**config.mk**
```make
export PLATFORM = sky130hd
export DESIGN_NAME = yuv_rgb_top
export DESIGN_NICKNAME = d
export VERILOG_FILES = /design/src/logic/yuv_rgb_pkg.sv /design/src/logic/chroma_upsampler.sv /design/src/logic/color_matrix.sv /design/src/logic/sram_sequencer.sv /design/src/logic/yuv_rgb_top.sv
export VERILOG_INCLUDE_DIRS = /design/src /design/src/logic
export SDC_FILE = /design/constraint.sdc
export NUM_CORES = 2
export LEC_CHECK = 0
export ABC_AREA = 0
export BUFFER_PORTS_ARGS = -buffer_cell sky130_fd_sc_hd__buf_2
export CAP_MARGIN = 15
export CORE_ASPECT_RATIO = 0.7
export CORE_MARGIN = 2
export CORE_UTILIZATION = 36
export DETAILED_ROUTE_END_ITERATION = 7
export PLACE_DENSITY = 0.6
export REMOVE_ABC_BUFFERS = 1
export SYNTH_ARGS = -nofsm -noshare
export SYNTH_HDL_FRONTEND = slang
export SYNTH_SLANG_ARGS = --single-unit
export TNS_END_PERCENT = 10
```
**constraint.sdc**
```tcl
create_clock -name CLOCK_50_I -period 35.2 [get_ports CLOCK_50_I]
set_input_delay 3.52 -clock CLOCK_50_I [delete_from_list [all_inputs] [get_ports CLOCK_50_I]]
set_output_delay 3.52 -clock CLOCK_50_I [all_outputs]
set_load 0.05 [all_outputs]
```
**src/logic/yuv_rgb_config.svh**
```systemverilog
`ifndef YUV_RGB_CONFIG_SVH
`define YUV_RGB_CONFIG_SVH

// image size in pixels, width a multiple of eight
`define IMG_WIDTH 16
`define IMG_HEIGHT 2

// memory map in 16-bit words
`define Y_BASE 0
`define U_BASE (`Y_BASE + `IMG_WIDTH * `IMG_HEIGHT / 2)
`define V_BASE (`U_BASE + `IMG_WIDTH * `IMG_HEIGHT / 4)
`define RGB_BASE (`V_BASE + `IMG_WIDTH * `IMG_HEIGHT / 4)

// sram bus
`define SRAM_LATENCY 2
`define SRAM_ADDR_W 18

// six-tap chroma interpolation
`define FIR_C0 21
`define FIR_C1 (-52)
`define FIR_C2 159
`define FIR_ROUND 128
`define FIR_SHIFT 8

// yuv to rgb matrix in 16-bit fixed point
`define CSC_KY 76284
`define CSC_KRV 104595
`define CSC_KGU (-25624)
`define CSC_KGV (-53281)
`define CSC_KBU 132251
`define CSC_SHIFT 16
`define Y_OFFSET 16
`define C_OFFSET 128

`endif

```
**src/logic/yuv_rgb_pkg.sv**
```systemverilog
`default_nettype none
`include "yuv_rgb_config.svh"

package yuv_rgb_pkg;

	typedef logic [`SRAM_ADDR_W-1:0] sram_addr_t;
	// two samples per word, high byte first
	typedef logic [15:0] sram_word_t;
	typedef logic [7:0] pixel_t;
	// filtered chroma can overshoot 0..255 on either side
	typedef logic signed [15:0] chroma_t;
	typedef logic signed [31:0] product_t;

	typedef enum logic [2:0] {
		idle,
		lead_in,
		pair_read,
		pair_write,
		lead_out,
		frame_done
	} seq_state_t;

endpackage

`default_nettype wire

```
**src/logic/chroma_upsampler.sv**
```systemverilog
`timescale 1ns/1ps
`default_nettype none
`include "yuv_rgb_config.svh"

module chroma_upsampler import yuv_rgb_pkg::*; (
	input  logic       CLOCK_50_I,
	input  logic       Resetn,
	input  sram_word_t read_data,
	input  logic       chroma_capture,
	input  logic       row_start,
	input  logic       shift,
	output pixel_t     even_chroma,
	output chroma_t    odd_chroma
);

	localparam int SAMPLES = `IMG_WIDTH / 2;
	localparam int IDX_W = $clog2(SAMPLES + 1);
	localparam logic [IDX_W-1:0] ROW_SAMPLES = IDX_W'(SAMPLES);
	// samples 0..3 arrive with the row start fill
	localparam logic [IDX_W-1:0] FIRST_FETCH = IDX_W'(4);

	// window holds C[k-2] .. C[k+3] for pair k
	pixel_t window [6];
	sram_word_t held_word;
	logic low_byte;
	logic [1:0] fill_left;
	logic [IDX_W-1:0] next_idx;
	pixel_t next_sample;
	product_t tap_outer;
	product_t tap_mid;
	product_t tap_inner;
	product_t fir_sum;

	assign next_sample = low_byte ? held_word[7:0] : held_word[15:8];

	always_ff @(posedge CLOCK_50_I or negedge Resetn) begin
		if (!Resetn) begin
			fill_left <= 2'd0;
			low_byte <= 1'b0;
			next_idx <= '0;
		end else if (row_start) begin
			fill_left <= 2'd2;
			low_byte <= 1'b0;
			next_idx <= FIRST_FETCH;
		end else begin
			if (chroma_capture && fill_left != 2'd0)
				fill_left <= fill_left - 1'b1;
			if (shift && next_idx < ROW_SAMPLES) begin
				low_byte <= !low_byte;
				next_idx <= next_idx + 1'b1;
			end
		end
	end

	always_ff @(posedge CLOCK_50_I) begin
		if (chroma_capture) begin
			case (fill_left)
				// first word, left edge replicated
				2'd2: begin
					window[0] <= read_data[15:8];
					window[1] <= read_data[15:8];
					window[2] <= read_data[15:8];
					window[3] <= read_data[7:0];
				end
				2'd1: begin
					window[4] <= read_data[15:8];
					window[5] <= read_data[7:0];
				end
				default: held_word <= read_data;
			endcase
		end
		if (shift) begin
			for (int i = 0; i < 5; i++)
				window[i] <= window[i+1];
			// past the row end the last sample repeats
			window[5] <= (next_idx < ROW_SAMPLES) ? next_sample : window[5];
		end
	end

	assign tap_outer = product_t'(window[0]) + product_t'(window[5]);
	assign tap_mid = product_t'(window[1]) + product_t'(window[4]);
	assign tap_inner = product_t'(window[2]) + product_t'(window[3]);
	assign fir_sum = `FIR_C0 * tap_outer + `FIR_C1 * tap_mid + `FIR_C2 * tap_inner + `FIR_ROUND;

	assign even_chroma = window[2];
	assign odd_chroma = chroma_t'(fir_sum >>> `FIR_SHIFT);

endmodule

`default_nettype wire

```
**src/logic/color_matrix.sv**
```systemverilog
`timescale 1ns/1ps
`default_nettype none
`include "yuv_rgb_config.svh"

module color_matrix import yuv_rgb_pkg::*; (
	input  logic       CLOCK_50_I,
	input  logic       Resetn,
	input  sram_word_t y_word,
	input  logic       y_capture,
	input  logic       pair_go,
	input  pixel_t     u_even,
	input  pixel_t     v_even,
	input  chroma_t    u_odd,
	input  chroma_t    v_odd,
	output logic       rgb_valid,
	output pixel_t     r0,
	output pixel_t     g0,
	output pixel_t     b0,
	output pixel_t     r1,
	output pixel_t     g1,
	output pixel_t     b1
);

	sram_word_t y_pair;
	// index 0 is the even pixel, index 1 the odd one
	product_t y_off [2];
	product_t u_off [2];
	product_t v_off [2];
	product_t y_term [2];
	product_t rv_term [2];
	product_t gu_term [2];
	product_t gv_term [2];
	product_t bu_term [2];
	logic stage1_valid;
	pixel_t r_q [2];
	pixel_t g_q [2];
	pixel_t b_q [2];

	function automatic pixel_t saturate(input product_t sum);
		product_t scaled;
		scaled = sum >>> `CSC_SHIFT;
		if (scaled < 0)
			return 8'd0;
		else if (scaled > 255)
			return 8'd255;
		else
			return scaled[7:0];
	endfunction

	assign y_off[0] = product_t'(y_pair[15:8]) - `Y_OFFSET;
	assign y_off[1] = product_t'(y_pair[7:0]) - `Y_OFFSET;
	assign u_off[0] = product_t'(u_even) - `C_OFFSET;
	assign v_off[0] = product_t'(v_even) - `C_OFFSET;
	// odd chroma is signed, so the cast sign-extends
	assign u_off[1] = product_t'(u_odd) - `C_OFFSET;
	assign v_off[1] = product_t'(v_odd) - `C_OFFSET;

	always_ff @(posedge CLOCK_50_I or negedge Resetn) begin
		if (!Resetn) begin
			stage1_valid <= 1'b0;
			rgb_valid <= 1'b0;
		end else begin
			stage1_valid <= pair_go;
			rgb_valid <= stage1_valid;
		end
	end

	always_ff @(posedge CLOCK_50_I) begin
		if (y_capture)
			y_pair <= y_word;
		// stage one: one multiplier per term
		if (pair_go) begin
			for (int i = 0; i < 2; i++) begin
				y_term[i] <= `CSC_KY * y_off[i];
				rv_term[i] <= `CSC_KRV * v_off[i];
				gu_term[i] <= `CSC_KGU * u_off[i];
				gv_term[i] <= `CSC_KGV * v_off[i];
				bu_term[i] <= `CSC_KBU * u_off[i];
			end
		end
		// stage two: sum, scale and clip
		if (stage1_valid) begin
			for (int i = 0; i < 2; i++) begin
				r_q[i] <= saturate(y_term[i] + rv_term[i]);
				g_q[i] <= saturate(y_term[i] + gu_term[i] + gv_term[i]);
				b_q[i] <= saturate(y_term[i] + bu_term[i]);
			end
		end
	end

	assign r0 = r_q[0];
	assign g0 = g_q[0];
	assign b0 = b_q[0];
	assign r1 = r_q[1];
	assign g1 = g_q[1];
	assign b1 = b_q[1];

endmodule

`default_nettype wire

```
**src/logic/sram_sequencer.sv**
```systemverilog
`timescale 1ns/1ps
`default_nettype none
`include "yuv_rgb_config.svh"

module sram_sequencer import yuv_rgb_pkg::*; (
	input  logic       CLOCK_50_I,
	input  logic       Resetn,
	input  logic       start,
	output sram_addr_t sram_address,
	output logic       sram_we_n,
	output sram_word_t sram_write_data,
	output logic       done,
	output logic [1:0] chroma_capture,
	output logic       row_start,
	output logic       shift,
	output logic       y_capture,
	output logic       pair_go,
	input  logic       rgb_valid,
	input  pixel_t     r0,
	input  pixel_t     g0,
	input  pixel_t     b0,
	input  pixel_t     r1,
	input  pixel_t     g1,
	input  pixel_t     b1
);

	localparam int PAIRS = `IMG_WIDTH / 2;
	localparam int PAIR_W = $clog2(PAIRS + 1);
	localparam int ROW_W = $clog2(`IMG_HEIGHT + 1);
	localparam logic [PAIR_W-1:0] LAST_PAIR = PAIR_W'(PAIRS - 1);
	// two chroma words per row come in during lead-in
	localparam logic [PAIR_W-1:0] CHROMA_PAIRS = PAIR_W'(PAIRS - 4);
	localparam logic [ROW_W-1:0] LAST_ROW = ROW_W'(`IMG_HEIGHT - 1);

	seq_state_t state;
	// six phases per slot, pair_read covers 0..2 and pair_write 3..5
	logic [2:0] phase;
	logic [PAIR_W-1:0] pair_cnt;
	logic [ROW_W-1:0] row_cnt;
	sram_addr_t y_addr;
	sram_addr_t u_addr;
	sram_addr_t v_addr;
	sram_addr_t rgb_addr;
	// read requests as {y, v, u}
	logic [2:0] rd_sel;
	logic [2:0] rd_issue;
	logic [2:0] rd_pipe [`SRAM_LATENCY];
	logic chroma_rd;
	logic wr_now;
	pixel_t r0_q, g0_q, b0_q, r1_q, g1_q, b1_q;
	sram_word_t pack_word;

	assign chroma_rd = !pair_cnt[0] && (pair_cnt < CHROMA_PAIRS);
	// slot k writes pair k-1, so slot 0 stays quiet
	assign wr_now = (phase >= 3'd3) &&
		((state == pair_write && pair_cnt != '0) || state == lead_out);

	always_comb begin
		rd_sel = 3'b000;
		if (state == lead_in) begin
			if (phase < 3'd2)
				rd_sel = 3'b001;
			else if (phase < 3'd4)
				rd_sel = 3'b010;
		end else if (state == pair_read) begin
			case (phase)
				3'd0: rd_sel = 3'b100;
				3'd1: rd_sel = {2'b00, chroma_rd};
				default: rd_sel = {1'b0, chroma_rd, 1'b0};
			endcase
		end
	end

	always_comb begin
		case (phase)
			3'd3: pack_word = {r0_q, g0_q};
			3'd4: pack_word = {b0_q, r1_q};
			default: pack_word = {g1_q, b1_q};
		endcase
	end

	always_ff @(posedge CLOCK_50_I or negedge Resetn) begin
		if (!Resetn) begin
			state <= idle;
			phase <= 3'd0;
			pair_cnt <= '0;
			row_cnt <= '0;
			y_addr <= sram_addr_t'(`Y_BASE);
			u_addr <= sram_addr_t'(`U_BASE);
			v_addr <= sram_addr_t'(`V_BASE);
			rgb_addr <= sram_addr_t'(`RGB_BASE);
			sram_address <= '0;
			sram_we_n <= 1'b1;
			done <= 1'b0;
			rd_issue <= 3'b000;
			row_start <= 1'b0;
			shift <= 1'b0;
			pair_go <= 1'b0;
		end else begin
			sram_we_n <= !wr_now;
			rd_issue <= rd_sel;
			row_start <= (state == lead_in) && (phase == 3'd0);
			pair_go <= (state == pair_write) && (phase == 3'd3);
			shift <= (state == pair_write) && (phase == 3'd5);
			done <= (state == frame_done);

			if (wr_now) begin
				sram_address <= rgb_addr;
				rgb_addr <= rgb_addr + 1'b1;
			end else if (rd_sel[2]) begin
				sram_address <= y_addr;
				y_addr <= y_addr + 1'b1;
			end else if (rd_sel[1]) begin
				sram_address <= v_addr;
				v_addr <= v_addr + 1'b1;
			end else if (rd_sel[0]) begin
				sram_address <= u_addr;
				u_addr <= u_addr + 1'b1;
			end

			if (state != idle && state != frame_done)
				phase <= (phase == 3'd5) ? 3'd0 : phase + 1'b1;

			case (state)
				idle: begin
					if (start) begin
						state <= lead_in;
						pair_cnt <= '0;
						row_cnt <= '0;
						y_addr <= sram_addr_t'(`Y_BASE);
						u_addr <= sram_addr_t'(`U_BASE);
						v_addr <= sram_addr_t'(`V_BASE);
						rgb_addr <= sram_addr_t'(`RGB_BASE);
					end
				end
				lead_in: begin
					if (phase == 3'd5)
						state <= pair_read;
				end
				pair_read: begin
					if (phase == 3'd2)
						state <= pair_write;
				end
				pair_write: begin
					if (phase == 3'd5) begin
						if (pair_cnt == LAST_PAIR) begin
							state <= lead_out;
						end else begin
							pair_cnt <= pair_cnt + 1'b1;
							state <= pair_read;
						end
					end
				end
				lead_out: begin
					// drains the last pair of the row
					if (phase == 3'd5) begin
						pair_cnt <= '0;
						if (row_cnt == LAST_ROW) begin
							state <= frame_done;
						end else begin
							row_cnt <= row_cnt + 1'b1;
							state <= lead_in;
						end
					end
				end
				frame_done: state <= idle;
				default: state <= idle;
			endcase
		end
	end

	// strobes follow the address so they line up with the read data
	always_ff @(posedge CLOCK_50_I or negedge Resetn) begin
		if (!Resetn) begin
			for (int i = 0; i < `SRAM_LATENCY; i++)
				rd_pipe[i] <= 3'b000;
		end else begin
			rd_pipe[0] <= rd_issue;
			for (int i = 1; i < `SRAM_LATENCY; i++)
				rd_pipe[i] <= rd_pipe[i-1];
		end
	end

	assign chroma_capture = rd_pipe[`SRAM_LATENCY-1][1:0];
	assign y_capture = rd_pipe[`SRAM_LATENCY-1][2];

	always_ff @(posedge CLOCK_50_I) begin
		if (rgb_valid) begin
			r0_q <= r0;
			g0_q <= g0;
			b0_q <= b0;
			r1_q <= r1;
			g1_q <= g1;
			b1_q <= b1;
		end
		if (wr_now)
			sram_write_data <= pack_word;
	end

endmodule

`default_nettype wire

```
**src/logic/yuv_rgb_top.sv**
```systemverilog
`timescale 1ns/1ps
`default_nettype none

module yuv_rgb_top import yuv_rgb_pkg::*; (
	input  logic       CLOCK_50_I,
	input  logic       Resetn,
	input  logic       start,
	input  sram_word_t sram_read_data,
	output sram_addr_t sram_address,
	output logic       sram_we_n,
	output sram_word_t sram_write_data,
	output logic       done
);

	// bit 0 strobes U words, bit 1 V words
	logic [1:0] chroma_capture;
	logic row_start;
	logic shift;
	logic y_capture;
	logic pair_go;
	logic rgb_valid;
	pixel_t u_even, v_even;
	chroma_t u_odd, v_odd;
	pixel_t r0, g0, b0, r1, g1, b1;

	sram_sequencer seq_i (
		.CLOCK_50_I(CLOCK_50_I),
		.Resetn(Resetn),
		.start(start),
		.sram_address(sram_address),
		.sram_we_n(sram_we_n),
		.sram_write_data(sram_write_data),
		.done(done),
		.chroma_capture(chroma_capture),
		.row_start(row_start),
		.shift(shift),
		.y_capture(y_capture),
		.pair_go(pair_go),
		.rgb_valid(rgb_valid),
		.r0(r0),
		.g0(g0),
		.b0(b0),
		.r1(r1),
		.g1(g1),
		.b1(b1)
	);

	chroma_upsampler u_ups_i (
		.CLOCK_50_I(CLOCK_50_I),
		.Resetn(Resetn),
		.read_data(sram_read_data),
		.chroma_capture(chroma_capture[0]),
		.row_start(row_start),
		.shift(shift),
		.even_chroma(u_even),
		.odd_chroma(u_odd)
	);

	chroma_upsampler v_ups_i (
		.CLOCK_50_I(CLOCK_50_I),
		.Resetn(Resetn),
		.read_data(sram_read_data),
		.chroma_capture(chroma_capture[1]),
		.row_start(row_start),
		.shift(shift),
		.even_chroma(v_even),
		.odd_chroma(v_odd)
	);

	color_matrix matrix_i (
		.CLOCK_50_I(CLOCK_50_I),
		.Resetn(Resetn),
		.y_word(sram_read_data),
		.y_capture(y_capture),
		.pair_go(pair_go),
		.u_even(u_even),
		.v_even(v_even),
		.u_odd(u_odd),
		.v_odd(v_odd),
		.rgb_valid(rgb_valid),
		.r0(r0),
		.g0(g0),
		.b0(b0),
		.r1(r1),
		.g1(g1),
		.b1(b1)
	);

endmodule

`default_nettype wire

```
# Yosys cells after proc, flatten, opt, wreduce, memory -nomap -nowiden

Memories as Yosys holds them, arrays and structs flattened. A register that Yosys moved wholly into a read port is not among the register bits.
Cells that the tools add are included.

Output and inout port bits: 36
Latch bits: 0
Logic and storage cells: 294
ROM bits: 0
Memories kept: 10
Bits of input ports: 19
Flip-flop bits (word level): 196
RAM bits: 454

Shifts and indexed selects: 0
Multiply operators: 16
$lt $le $gt $ge: 18
Eq/ne operators: 24
Bitwise logic cells: 14
Reduce and logical (&&, ||, !) cells: 36
Divide/modulo/power cells: 0
$add $sub $neg: 37
Mux-type cells: 110

Memory list:

| name             | depth | bits a word | read ports | clocked after memory_dff | write ports | line                   | text |
|---|---|---|---|---|---|---|---|
| matrix_i.bu_term | 2     | 32          | 2          | 0                        | 2           | color_matrix.sv:33     | `product_t bu_term [2];` |
| matrix_i.gv_term | 2     | 32          | 2          | 0                        | 2           | color_matrix.sv:32     | `product_t gv_term [2];` |
| matrix_i.rv_term | 2     | 32          | 2          | 0                        | 2           | color_matrix.sv:30     | `product_t rv_term [2];` |
| matrix_i.y_term  | 2     | 30          | 2          | 0                        | 2           | color_matrix.sv:29     | `product_t y_term [2];` |
| matrix_i.gu_term | 2     | 29          | 2          | 0                        | 2           | color_matrix.sv:31     | `product_t gu_term [2];` |
| u_ups_i.window   | 6     | 8           | 6          | 0                        | 6           | chroma_upsampler.sv:23 | `pixel_t window [6];` |
| +4 memories      | -     | -           | -          | -                        | -           | -                      |  |

Operators by type and width:

| cell                   | count |
|---|---|
| $mux 18                | 22 |
| $mux 8                 | 34 |
| $add 32x32->32         | 8 |
| $add 24x24->24         | 4 |
| $gt 16x9->1 const B    | 6 |
| $lt 16x1->1 const B    | 6 |
| $add 18x1->18 const B  | 4 |
| $mul 13x32->29 const A | 2 |
| $mul 16x32->30 const A | 2 |
| $mul 17x32->32 const A | 2 |
| $mul 18x32->32 const A | 2 |
| $mul 19x32->32 const A | 2 |
| $mul 5x32->22 const A  | 2 |
| $mul 6x32->24 const A  | 2 |
| $mul 9x32->24 const A  | 2 |
| $add 8x8->9            | 6 |
| $add 24x9->24 const B  | 2 |
| $sub 16x9->17 const B  | 2 |
| $mux 4                 | 8 |
| $pmux 16 s2            | 1 |
| $mux 3                 | 10 |
| $mux 1                 | 22 |
| $mux 2                 | 9 |
| $sub 8x5->9 const B    | 2 |
| 35 further kinds       | 93 |

# Depth between registers and ports, before layout

Depth after elaboration: 11
Gate-level depth with buffers: 57
Gate-level depth less buffers: 57

# By module

From an unflattened synthesis, not the netlist that was laid out.

Cell total of the unflattened synthesis: 7075
Area total of the unflattened synthesis: 74742.9 µm²

Modules (own cells, without submodules):

| module                      | cells each | seq. area each (µm²) | area an instance (µm²) | times used |
|---|---|---|---|---|
| color_matrix                | 4691       | 9959.6               | 50377.1                | 1 |
| chroma_upsampler at u_ups_i | 859        | 2097.0               | 8266.7                 | 1 |
| chroma_upsampler at v_ups_i | 834        | 2097.0               | 8062.7                 | 1 |
| sram_sequencer              | 691        | 4830.9               | 8036.5                 | 1 |

# Worst setup path before layout

Ideal clock, no wire load.

Path kind: reg-to-reg
From: memory v_ups_i.window[0][9] (netlist name)
To: memory matrix_i.gv_term[0][62] (netlist name), data pin
Cell stages (with the launch flop): 50
Data arrival time: 13.543 ns
Data required time: 35.005 ns
Setup time: 0.195 ns
Setup slack: 21.462 ns
Path buffers: 0
Clock period less this slack: 13.738 ns
Path through: edfxtp_1 > ha_1 > a21o_1 > a21oi_1 > o21bai_1 > a21oi_1 > xnor2_1 > ha_1 > fa_1 > fa_1 > ha_1 > xnor2_1 > fa_1 > fa_1 > fa_1 > inv_1 > fa_1 > ha_1 > [... 14 more ...] > fa_1 > inv_1 > fa_1 > fa_1 > inv_1 > fa_1 > inv_1 > ha_1 > a211o_1 > nor2_1 > o21bai_1 > nand3_1 > a211oi_1 > o21ai_0 > a21boi_0 > o311a_1 > o31a_1 > o311ai_0

RTL lines:

| element     | line |
|---|---|
| from (decl) | chroma_upsampler.sv:23 |
| to (decl)   | color_matrix.sv:32 |

==> impl_metrics.yaml <==
grt:
  gr-usage-met1_pct: 29.0
  gr-usage-met3_pct: 4.79
  grt_use_met2_pct: 26.2
  top_usage_layer: "met1"
  grt_pass1_vias: 51391
  track_usage_pct: 18.8
  antenna_found_initial: 22
  grt_overflow: 0
  grt_max_degree: 103
  grt_pass1_wl_microns: 311000
timing:
  finalHoldViolations: 0
  layout_min_cycle_time_ns: 15.69
  slew_headroom_pct: 21.4
  fmax_mhz: 63.7
  fin_setup_tns_ns: 0
  maxSlewViolCount: 0
  whs_ns: 0.339
  final-setup-viol-count: 0
  worst_pin_slew_ns: 1.15
  fin_crit_sh_pct: 44.6
  fin_ws_ns: 19.51
  rsz0062_at_grt: "no"
  fin_skew_ns: 0.0389
cts:
  postCtsHoldBufs: 0
  post_cts_buffers: 0
  cts_tree: "built"
  clock-root-buffer: "clkbuf_16"
  htree_levels: 3
  cts_buffers: 73
  clk_latency_ns: 0.69
  cts_buffer_depth: 3
  path_clk_slew_ns: 0.07
  cts_resized: 0
  clock_sinks: 686
die:
  die-width_microns: 554
  row_count: 141
  die_h_microns: 389
  ioPinCount: 55
  dieArea_sq_um: 215000
  start_util_pct: 36.2
  coreArea_sq_um: 211000
detailed_routing:
  vias: 50970
  drt-total-wl_microns: 202000
  routedWlPerCell_microns: 20.0
  via_per_inst: 5.03
  initialDrtViolationCount: 4116
  ant_nets: 0
  first_pass_iters: 6
  drc: 0
run_status:
  outcome: "complete, no violations"
placement:
  dp_slack_ns: 19.60
  gp_congestion: 0.990
  placedInstanceArea_sq_um: 80100
  dpl.hpwl_microns: 171000
  port_buffers: 54
final_layout:
  drive_above_1_share_pct: 4.15
  finalInstanceArea_sq_um: 82700
  fillCellCount: 20418
  seqCellArea_sq_um: 20000
  area_growth_syn_to_layout_pct: 8.55
  nets: 9480
  multi_input_area_sq_um: 50700
worst_setup_path:
  cp-end-kind: "flop"
  path_common_cell: "fa_1"
  crit_arrival_ns: 16.16
  max_stage_delay_ns: 0.77
  path_class: "reg2reg"
  cp-start-kind: "flop"
  cp_slowest_cell: "xor2_1"
  path_max_fanout: 9
  required_ns: 35.67
synthesis:
  synth_edf_count: 554
  synth_cells: 7160
  ys_ff_latch: 686
  seq_area_frac_synth_pct: 26.2
  synthDistinctLibCells: 88
  avgSynthCellArea_sq_um: 10.6
  yosysWarnings: 0
  async_reset_ff_share_pct: 19.2
  synth_area_sq_um: 76200
  yosys_most_used_dff: "edfxtp_1"
run:
  cap_viol_max_count: 0
worst_hold_path:
  hp-class: "reg2reg"
cells in the mapped netlist (13+ instances only):
library cell	instances	area (sq um)
or3_1	34	213
ha_1	1390	17400
xor2_1	155	1360
o211ai_1	21	158
a222oi_1	18	180
a211o_1	18	158
a211oi_1	33	248
o21a_1	78	586
nand4_1	40	250
a221o_1	16	160
or2_2	38	238
a41oi_1	14	123
edfxtp_1	554	16600
dfrtp_1	127	3180
xnor2_1	281	2460
mux2i_1	29	290
a21o_1	131	983
nor2b_1	47	294
fa_1	800	16000
and2_1	23	144
a31oi_1	41	257
clkbuf_1	65	244
nor3_1	71	355
nor4_1	14	87.6
nand3_1	106	531
o31ai_1	13	97.6
o21bai_1	57	428
a21oi_1	331	1660
inv_1	1425	5350
and3_1	70	438
nor2_1	327	1230
nand2_1	326	1220
nand2b_1	64	400
o21ai_0	201	1010
routing by layer:
layer	vias up	wire, microns
li1	24409	-
met1	25094	103000
met2	1264	79600
met3	197	15300
met4	6	4290
met5	-	32
cell type report:
cell class              instances  share of cell area, %
clock inverters                36                  0.587
clock buffers                  98                   2.50
flip-flops and latches        686                   24.1
diodes                          6                 0.0182
repair buffers                104                  0.800
multi-input cells            4975                   61.3
inverters                    1431                   6.49
well taps                    2788                   4.22
registers in the layout (all words and copies together), names as in the netlist, 16 cells and up:
signal / count
matrix_i.bu_term: 62
matrix_i.gv_term: 60
matrix_i.rv_term: 60
matrix_i.y_term: 60
matrix_i.gu_term: 56
u_ups_i.window: 48
v_ups_i.window: 48
seq_i.rgb_addr: 18
seq_i.sram_address: 18
seq_i.u_addr: 18
seq_i.v_addr: 18
seq_i.y_addr: 18
matrix_i.b_q: 16
matrix_i.g_q: 16
matrix_i.r_q: 16
matrix_i.y_pair: 16
seq_i.sram_write_data: 16
u_ups_i.held_word: 16
v_ups_i.held_word: 16
worst max-delay path: cells and delay by family (launching register included):
kind                       cells  cell delay [ns]
DFF                            1             0.40
AOI/OAI and AO/OA             16             4.15
adders and majority gates     19             8.36
xor gates and xnor gates       4             1.44
buffers and inverters          8             0.98
and+or+nand+nor                1             0.11
cells by family after synthesis:
group                    synth area share [%]
multiplexers                            0.410
AO/OA/AOI/OAI                            9.60
AND/OR/NAND/NOR                          7.55
flip-flops                               26.2
other                                 0.00985
adder cells (fa/ha/maj)                  43.8
XOR/XNOR                                 5.03
buffers and inverters                    7.38
path summary, 6_finish.rpt:
path / startpoint / end / slack [ns] / depth (start not counted)
min in group asynchronous: Resetn / seq_i.u_addr[17] / 2.87 / 1
worst min-delay path: seq_i.rd_issue[0] / seq_i.rd_pipe[3] / 0.34 / 0
worst max register to register: v_ups_i.window[0][8] / matrix_i.gv_term[0][62] / 19.51 / 48
worst max-delay path: v_ups_i.window[0][8] / matrix_i.gv_term[0][62] / 19.51 / 48
worst min register to register: seq_i.rd_issue[0] / seq_i.rd_pipe[3] / 0.34 / 0
max in group asynchronous: Resetn / seq_i.shift / 30.88 / 2
through the flow:
stage / utilization, % / std cells
final: 39.3 / 10124
after global routing: 39.3 / 10118
after global placement: 38.0 / 9982
after floorplan: - / 7092
after detailed placement: 38.0 / 9982
after CTS: 39.3 / 10116
placed cells by master, fill, tap and decap left out, drive strengths merged, types with 33 or more instances in the layout:
| cell | count |
|---|---|
| clkbuf | 98 |
| fa | 800 |
| o21ai | 206 |
| o21a | 78 |
| dfrtp | 127 |
| nor3 | 71 |
| and3 | 70 |
| o21bai | 57 |
| nor2b | 47 |
| inv | 1439 |
| or3 | 34 |
| xnor2 | 281 |
| xor2 | 156 |
| a21oi | 331 |
| buf | 104 |
| a211oi | 33 |
| nand4 | 40 |
| edfxtp | 554 |
| nand3 | 106 |
| nand2 | 326 |
| nor2 | 327 |
| a31oi | 41 |
| nand2b | 64 |
| ha | 1390 |
| or2 | 38 |
| a21o | 131 |
Power is not shown: default switching activity piles up to over one toggle a cycle in this logic, so the estimate is an artifact.
